--- src/logic/machine_defines.svh ---
/*
  Widths and depths of the operand machine.
  Include this wherever a size is needed; the guard makes repeats harmless.
*/
`ifndef MACHINE_DEFINES_SVH
`define MACHINE_DEFINES_SVH

// ------------------------------
// data path
// ------------------------------
`define WORD_WIDTH 16           // data word and operand address field
`define DELTA_WIDTH 8           // operand delta field

// ------------------------------
// memories
// ------------------------------
`define LOCAL_DEPTH 16          // local memory words
`define CODE_DEPTH 32           // instruction slots

// ------------------------------
// instruction encoding
// ------------------------------
`define OPCODE_WIDTH 6          // opcode field

`endif

--- src/logic/corePkg.sv ---
/*
  Machine state and data types: words, local and code addresses,
  and the run states of the execute FSM.
*/
`default_nettype none

`include "machine_defines.svh"

package corePkg;

  typedef logic signed [`WORD_WIDTH-1:0] wordT;

  typedef logic [$clog2(`LOCAL_DEPTH)-1:0] localAddrT;

  // one extra bit so the pointer can sit at the end of a full program
  typedef logic [$clog2(`CODE_DEPTH):0] codeAddrT;

  typedef enum logic [1:0] {
    stateIdle    = 2'd0,
    stateRunning = 2'd1,
    stateOutWait = 2'd2,
    stateDone    = 2'd3
  } runStateT;

endpackage

`default_nettype wire

--- src/logic/isaPkg.sv ---
/*
  Instruction format of the operand machine: opcodes, addressing modes
  and the packed operand and instruction words loaded by the host.
*/
`default_nettype none

`include "machine_defines.svh"

package isaPkg;

  // numbering follows the full instruction set, only a subset is kept
  typedef enum logic [`OPCODE_WIDTH-1:0] {
    opAdd      = 0,
    opJEq      = 22,
    opJFalse   = 23,
    opJGe      = 24,
    opJLt      = 27,
    opJNe      = 28,
    opJTrue    = 29,
    opJmp      = 30,
    opMov      = 34,
    opNot      = 37,
    opOut      = 38,
    opSubtract = 56
  } opcodeT;

  typedef enum logic [1:0] {
    modeImmediate = 2'd0,       // the address field is the value
    modeDirect    = 2'd1,       // local memory at delta + address
    modeIndirect  = 2'd2        // local memory at delta + mem[address]
  } modeT;

  typedef struct packed {
    modeT                    mode;
    logic [`DELTA_WIDTH-1:0] delta;
    logic [`WORD_WIDTH-1:0]  address;   // also the jump offset in a target
  } operandT;

  typedef struct packed {
    opcodeT  opcode;
    operandT target;
    operandT source1;
    operandT source2;
  } instructionT;

endpackage

`default_nettype wire

--- src/logic/codeStore.sv ---
/*
  Code memory behind a four-phase load port. Loads are taken only while
  run is low; the first load after a run starts a new program length.
*/
`default_nettype none

`include "machine_defines.svh"

module codeStore (
  input  logic                clock,
  input  logic                arstN,
  input  logic                run,
  input  logic                loadReq,
  input  corePkg::codeAddrT   loadAddr,
  input  isaPkg::instructionT loadWord,
  output logic                loadAck,
  input  corePkg::codeAddrT   ip,
  output isaPkg::instructionT instruction,
  output corePkg::codeAddrT   programLength
);
  import corePkg::*;
  import isaPkg::*;

  instructionT code [0:`CODE_DEPTH-1];
  logic        newProgram;                              // next load restarts the length
  codeAddrT    loadEnd;
  logic        loadStrobe;

  assign loadEnd    = codeAddrT'(loadAddr + 1'b1);
  assign loadStrobe = !run && loadReq && !loadAck;      // phase 1 seen, ack not yet up

  always_ff @(posedge clock) begin
    if (loadStrobe && loadAddr < `CODE_DEPTH) begin
      code[loadAddr[$clog2(`CODE_DEPTH)-1:0]] <= loadWord;
    end
  end

  always_ff @(posedge clock or negedge arstN) begin
    if (!arstN) begin
      loadAck       <= 1'b0;
      programLength <= '0;
      newProgram    <= 1'b1;
    end else begin
      if (loadStrobe) begin
        loadAck    <= 1'b1;
        newProgram <= 1'b0;
        if (newProgram || loadEnd > programLength) begin
          programLength <= loadEnd;                     // highest address plus one
        end
      end else if (!loadReq && loadAck) begin
        loadAck <= 1'b0;                                // phase 4
      end
      if (run) begin
        newProgram <= 1'b1;
      end
    end
  end

  assign instruction = code[ip[$clog2(`CODE_DEPTH)-1:0]];   // out-of-range ip is never executed

endmodule

`default_nettype wire

--- src/logic/executeUnit.sv ---
/*
  Run FSM and instruction pointer. Computes arithmetic results and branch
  decisions; an out instruction waits in outWait for the output handshake.
*/
`default_nettype none

`include "machine_defines.svh"

module executeUnit (
  input  logic                clock,
  input  logic                arstN,
  input  logic                run,
  input  isaPkg::instructionT instruction,
  input  corePkg::codeAddrT   programLength,
  input  corePkg::wordT       source1Value,
  input  corePkg::wordT       source2Value,
  input  corePkg::wordT       jumpOffset,
  input  logic                outDone,
  output corePkg::codeAddrT   ip,
  output corePkg::wordT       result,
  output logic                writeEnable,
  output logic                outStart,
  output logic                finished
);
  import corePkg::*;
  import isaPkg::*;

  runStateT state;
  logic     inRange;
  logic     isArith;
  logic     taken;
  wordT     jumpTarget;
  codeAddrT nextIp;

  assign inRange = ip < programLength;

  // ------------------------------
  // opcode decode
  // ------------------------------
  always_comb begin
    result  = '0;
    isArith = 1'b0;
    taken   = 1'b0;
    case (instruction.opcode)
      opAdd:      begin result = source1Value + source2Value; isArith = 1'b1; end
      opSubtract: begin result = source1Value - source2Value; isArith = 1'b1; end
      opMov:      begin result = source1Value;                isArith = 1'b1; end
      opNot:      begin result = (source1Value == 0) ? wordT'(1) : '0; isArith = 1'b1; end
      opJmp:      taken = 1'b1;
      opJEq:      taken = source1Value == source2Value;
      opJNe:      taken = source1Value != source2Value;
      opJLt:      taken = source1Value <  source2Value;  // signed compare
      opJGe:      taken = source1Value >= source2Value;
      opJTrue:    taken = source1Value != 0;
      opJFalse:   taken = source1Value == 0;
      default:    ;                                       // out and unknown codes
    endcase
  end

  // a jump outside the code memory parks the pointer at the end
  assign jumpTarget = wordT'(ip) + jumpOffset;

  always_comb begin
    if (!taken) begin
      nextIp = codeAddrT'(ip + 1'b1);
    end else if (jumpTarget < 0 || jumpTarget > `CODE_DEPTH) begin
      nextIp = codeAddrT'(`CODE_DEPTH);
    end else begin
      nextIp = codeAddrT'(jumpTarget);
    end
  end

  assign writeEnable = isArith && inRange && state == stateRunning;
  assign outStart    = instruction.opcode == opOut && inRange && state == stateRunning;
  assign finished    = state == stateDone;

  // ------------------------------
  // run FSM
  // ------------------------------
  always_ff @(posedge clock or negedge arstN) begin
    if (!arstN) begin
      state <= stateIdle;
      ip    <= '0;
    end else if (!run) begin
      state <= stateIdle;                                 // ready to replay
      ip    <= '0;
    end else begin
      case (state)
        stateIdle: state <= stateRunning;
        stateRunning: begin
          if (!inRange) begin
            state <= stateDone;
          end else if (instruction.opcode == opOut) begin
            state <= stateOutWait;
          end else begin
            ip <= nextIp;
          end
        end
        stateOutWait: begin
          if (outDone) begin
            ip    <= codeAddrT'(ip + 1'b1);
            state <= stateRunning;
          end
        end
        default: ;                                        // done holds until run falls
      endcase
    end
  end

endmodule

`default_nettype wire

--- src/logic/operandDecode.sv ---
/*
  Resolves the operands of the current instruction against local memory.
  Sources become values, the target becomes a local memory location.
*/
`default_nettype none

`include "machine_defines.svh"

module operandDecode (
  input  isaPkg::instructionT instruction,
  input  corePkg::wordT       localMem [0:`LOCAL_DEPTH-1],
  output corePkg::wordT       source1Value,
  output corePkg::wordT       source2Value,
  output corePkg::localAddrT  targetAddr,
  output logic                targetValid,
  output corePkg::wordT       jumpOffset
);
  import corePkg::*;
  import isaPkg::*;

  // ------------------------------
  // address resolution
  // ------------------------------
  function automatic localAddrT locate(input operandT op,
                                       input wordT mem [0:`LOCAL_DEPTH-1]);
    localAddrT pointer;
    pointer = localAddrT'(op.address);
    case (op.mode)
      modeIndirect: locate = localAddrT'(op.delta + mem[pointer]);
      default:      locate = localAddrT'(op.delta + op.address);
    endcase
  endfunction

  function automatic wordT valueOf(input operandT op,
                                   input wordT mem [0:`LOCAL_DEPTH-1]);
    case (op.mode)
      modeImmediate: valueOf = wordT'(op.address);
      modeDirect,
      modeIndirect:  valueOf = mem[locate(op, mem)];
      default:       valueOf = '0;                      // unused mode reads as zero
    endcase
  endfunction

  // ------------------------------
  // operands
  // ------------------------------
  assign source1Value = valueOf(instruction.source1, localMem);
  assign source2Value = valueOf(instruction.source2, localMem);

  assign targetAddr  = locate(instruction.target, localMem);
  assign targetValid = (instruction.target.mode == modeDirect) ||
                       (instruction.target.mode == modeIndirect);

  // jumps carry their relative distance in the target address field
  assign jumpOffset = wordT'(instruction.target.address);

endmodule

`default_nettype wire

--- src/logic/resultWriter.sv ---
/*
  Local memory writeback and the four-phase output channel.
  outDone pulses for one cycle once the host has dropped outAck.
*/
`default_nettype none

`include "machine_defines.svh"

module resultWriter (
  input  logic               clock,
  input  logic               arstN,
  input  logic               writeEnable,
  input  corePkg::localAddrT targetAddr,
  input  logic               targetValid,
  input  corePkg::wordT      result,
  input  logic               outStart,
  input  corePkg::wordT      outValue,
  output corePkg::wordT      localMem [0:`LOCAL_DEPTH-1],
  output logic               outReq,
  output corePkg::wordT      outData,
  input  logic               outAck,
  output logic               outDone
);
  import corePkg::*;

  logic ackLowWait;                                     // start seen while ack still high
  logic ackSeen;                                        // phase 2 seen, waiting for phase 4

  // ------------------------------
  // local memory
  // ------------------------------
  always_ff @(posedge clock or negedge arstN) begin
    if (!arstN) begin
      for (int i = 0; i < `LOCAL_DEPTH; i++) begin
        localMem[i] <= '0;
      end
    end else if (writeEnable && targetValid) begin
      localMem[targetAddr] <= result;
    end
  end

  // ------------------------------
  // output channel
  // ------------------------------
  always_ff @(posedge clock) begin
    if (outStart) begin
      outData <= outValue;                              // held until the next out
    end
  end

  always_ff @(posedge clock or negedge arstN) begin
    if (!arstN) begin
      outReq     <= 1'b0;
      ackLowWait <= 1'b0;
      ackSeen    <= 1'b0;
    end else if (outStart) begin
      if (outAck) begin
        ackLowWait <= 1'b1;
      end else begin
        outReq <= 1'b1;
      end
    end else if (ackLowWait && !outAck) begin
      ackLowWait <= 1'b0;
      outReq     <= 1'b1;
    end else if (outReq && outAck) begin
      outReq  <= 1'b0;                                  // phase 3
      ackSeen <= 1'b1;
    end else if (outDone) begin
      ackSeen <= 1'b0;
    end
  end

  assign outDone = ackSeen && !outAck;

endmodule

`default_nettype wire

--- src/logic/treeMachine.sv ---
/*
  Top level of the operand machine. Load a program through the load port
  with run low, then raise run; results leave through the output channel.
*/
`default_nettype none

`include "machine_defines.svh"

module treeMachine (
  input  logic                clock,
  input  logic                arstN,
  input  logic                run,
  input  logic                loadReq,
  input  corePkg::codeAddrT   loadAddr,
  input  isaPkg::instructionT loadWord,
  output logic                loadAck,
  output logic                outReq,
  output corePkg::wordT       outData,
  input  logic                outAck,
  output logic                finished
);
  import corePkg::*;
  import isaPkg::*;

  instructionT instruction;
  codeAddrT    ip;
  codeAddrT    programLength;
  wordT        source1Value;
  wordT        source2Value;
  wordT        jumpOffset;
  wordT        result;
  localAddrT   targetAddr;
  logic        targetValid;
  logic        writeEnable;
  logic        outStart;
  logic        outDone;
  wordT        localMem [0:`LOCAL_DEPTH-1];

  codeStore codeStoreInst (
    .clock, .arstN, .run,
    .loadReq, .loadAddr, .loadWord, .loadAck,
    .ip, .instruction, .programLength
  );

  operandDecode operandDecodeInst (
    .instruction, .localMem,
    .source1Value, .source2Value,
    .targetAddr, .targetValid, .jumpOffset
  );

  executeUnit executeUnitInst (
    .clock, .arstN, .run,
    .instruction, .programLength,
    .source1Value, .source2Value, .jumpOffset,
    .outDone, .ip, .result, .writeEnable, .outStart, .finished
  );

  resultWriter resultWriterInst (
    .clock, .arstN,
    .writeEnable, .targetAddr, .targetValid, .result,
    .outStart, .outValue (source1Value),                // out sends its first source
    .localMem, .outReq, .outData, .outAck, .outDone
  );

endmodule

`default_nettype wire
--- config.mk ---
export PLATFORM = sky130hd
export DESIGN_NAME = treeMachine
export DESIGN_NICKNAME = d
export VERILOG_FILES = /design/src/logic/corePkg.sv /design/src/logic/isaPkg.sv /design/src/logic/codeStore.sv /design/src/logic/executeUnit.sv /design/src/logic/operandDecode.sv /design/src/logic/resultWriter.sv /design/src/logic/treeMachine.sv
export VERILOG_INCLUDE_DIRS = /design/src /design/src/logic
export SDC_FILE = /design/constraint.sdc
export NUM_CORES = 2
export LEC_CHECK = 0
export BUFFER_PORTS_ARGS = -buffer_cell sky130_fd_sc_hd__buf_2
export CORE_ASPECT_RATIO = 1.4
export CORE_MARGIN = 8
export CORE_UTILIZATION = 47
export CTS_CLUSTER_DIAMETER = 100
export DETAILED_ROUTE_END_ITERATION = 6
export GPL_ROUTABILITY_DRIVEN = 0
export HOLD_SLACK_MARGIN = 0.08
export MAX_ROUTING_LAYER = met4
export PLACE_DENSITY = 0.71
export RECOVER_POWER = 100
export SYNTH_ARGS = -nofsm -noshare
export SYNTH_HDL_FRONTEND = slang
export SYNTH_HIERARCHICAL = 1
export SYNTH_SLANG_ARGS = --single-unit
--- constraint.sdc ---
create_clock -name clock -period 10.25 [get_ports clock]
set_input_delay 1.025 -clock clock [delete_from_list [all_inputs] [get_ports clock]]
set_output_delay 1.025 -clock clock [all_outputs]
set_load 0.005 [all_outputs]
==> results.ini <==
[final_layout]
regArea_sq_um = 76600
area_growth_pct = 10.2
multi_input_area_sq_um = 30300
nets = 5995
n_fill_cell = 17900
layout-drive-gt1-share = 0.237

[timing]
final-max-slew-violation-count = 2531
rsz0062_at_grt = no
fin_crit_ns = 9.67
timing.hold.ws_ns = 0.390
worstMarginPinSlew_ns = 7.00
fin_ws_ns = 0.580
fin_setup_tns_ns = 0
setup_viol = 0
finalCritPeriodShare = 0.943
hold_violations = 0
slew_headroom = -3.66
max_freq_ghz = 0.103
skew_ns = 0.0559

[global_routing]
grt_usage = 0.233
antenna_found_initial = 31
grt_start_max_net_pins = 153
grt_pass1_vias = 58500
grt_first_pass_wirelength_um = 411000
gr-total-overflow = 0

[placed_design]
place_hpwl_um = 166000
dp_slack_ns = 0.902
port_buffers = 101

[clock_network]
cts_tree = done
htreeDepth = 4
insertion_delay_ns = 0.90
cts_hold_buf = 0
cts_setup_buffers = 0
cts.clk_slew.worst_paths_ns = 0.07
cts_inserted_buffers = 229
cts-resized-gates = 0
root_buffer = clkbuf_16
clkSinkCount = 2595
ctsLongestPathBuffers = 4

[yosys]
synth_cells = 5666
syn_area_sq_um = 109000
yosys_warnings = 6
syn-num-nets = 5837
avgSynthCellArea_sq_um = 19.2

[detailed_routing]
routed_wl_um = 289000
avgRoutedWirePerCell_um = 31.8
vias = 57300
drt_iter0_markers = 6470
dr.pass1.iters = 6
drc = 0
vias_per_cell = 6.31
ant_nets = 0

[critical_path]
critical_path.endpoint = executeUnitInst/ip[5]$_DFFE_PN0P_
startpoint_type = flop
r2r-end = executeUnitInst/ip[5]$_DFFE_PN0P_
regToRegSetupSlack_ns = 0.58
reg2reg_from = executeUnitInst/ip[0]$_DFFE_PN0P_
worstSetupPathType = flop to flop
ff2ff_path_depth = 26
cp.arrival_ns = 10.40
cp_max_fo = 41
required_ns = 10.98
cp-startpoint = executeUnitInst/ip[0]$_DFFE_PN0P_
end_kind = flop

[floorplan]
dieArea_sq_um = 248000
die_height_um = 586
io_pins = 114
num_rows = 209
start_util = 0.472
die_x_um = 423
core_sq_um = 231000

[power_and_ir_drop]
vdd_drop_max_mv = 0.642
powerDensity_nw_per_um2 = 268
leakage_nw = 39.1

[min_path]
hp-start = outAck
hold_class = input pin to flop

[job]
maxCapViolCount = 79

[status]
violations = capacitance limit, slew limit
outcome = complete, but fails checks

[worst max-delay path, stage by stage, from the launching register on]
cell       delay (ns)
dfrtp_4          0.96
buf_4            0.61
mux4_2           0.34
mux2i_1          0.11
a2111oi_2        0.98
inv_1            0.18
ha_1             0.46
mux2_1           0.44
ha_4             0.18
fa_1             0.48
xor2_4           0.22
buf_12           0.27
buf_4            0.34
mux4_2           0.33
mux2i_1          0.20
mux2i_1          0.11
a22o_1           0.19
clkbuf_1         0.21
ha_1             0.43
nand4_2          0.16
nor4_1           0.74
o2bb2ai_1        0.16
a22oi_1          0.43
nor2_1           0.14
nor2_2           0.30
o21ai_0          0.17
a32o_1           0.30
[layout by cell type (no fill, tap or decap), drive strengths merged, types with 40 or more instances in the layout]
| cell | n |
|---|---|
| edfxtp | 2320 |
| mux2i | 586 |
| mux4 | 537 |
| clkbuf | 446 |
| mux2 | 287 |
| dfrtp | 274 |
| a22oi | 258 |
| nand2 | 173 |
| buf | 160 |
| clkinv | 91 |
| nor2 | 84 |
| ha | 70 |
| inv | 70 |
| o21ai | 70 |
| o22ai | 62 |
| a2111oi | 50 |
| nand3 | 48 |
| a22o | 40 |
[layout make-up]
| class | count | share of cell area |
|---|---|---|
| sequential | 2595 | 0.638 |
| multi-input combinational | 2611 | 0.252 |
| clock buffer | 281 | 0.0503 |
| tap | 3059 | 0.0319 |
| timing repair buffer | 325 | 0.0164 |
| clock inverter | 124 | 0.00915 |
| inverter | 62 | 0.00194 |
| antenna | 27 | 0.000563 |
[how the worst min path moves through the flow]
stage          cells past startpoint                                          to
2_1_floorplan                      1   resultWriterInst/localMem[52]$_DFFE_PN0P_
3_3_place_gp                       1   resultWriterInst/localMem[52]$_DFFE_PN0P_
3_5_place_dp                       1   resultWriterInst/localMem[58]$_DFFE_PN0P_
4_1_cts                            1  resultWriterInst/localMem[206]$_DFFE_PN0P_
5_1_grt                            2         resultWriterInst/outReq$_DFFE_PN0P_
6_report                           2         resultWriterInst/outReq$_DFFE_PN0P_
[state kept, by name, indices dropped and copies added (netlist names)]
| register | flops |
|---|---|
| resultWriterInst/outData | 16 |
| codeStoreInst/loadAck | 1 |
| resultWriterInst/localMem | 256 |
| executeUnitInst/state | 2 |
| resultWriterInst/ackSeen | 1 |
| codeStoreInst/newProgram | 1 |
| resultWriterInst/outReq | 1 |
| codeStoreInst/programLength | 6 |
| codeStoreInst/code | 2304 |
| resultWriterInst/ackLowWait | 1 |
| executeUnitInst/ip | 6 |
[per-stage QoR]
stage	utilization	total power [mW]	area [sq um]	std cells
finish	0.520	32.2	120000	9084
global route	0.520	33.3	120000	9079
CTS	0.523	32.4	121000	9057
detailed placement	0.492	24.1	114000	8652
global placement	0.492	24.0	114000	8652
floorplan	-	20.1	109000	5666
[power by group]
group	internal (mW)	switching [mW]
Clock	4.59	3.77
Combinational	4.76	7.27
Sequential	11.7	0.195
Total	21.0	11.2
[metal layers]
metal  wire length [um]  global-route usage  up-vias
met3              23400              0.0401      711
met2             145000               0.394     2682
met4              15200               0.103        0
met1             105000               0.276    30300
met5                  0                   -        -
li1                   -                   -    23600
Note: power is estimated with default switching activity, not from simulation.
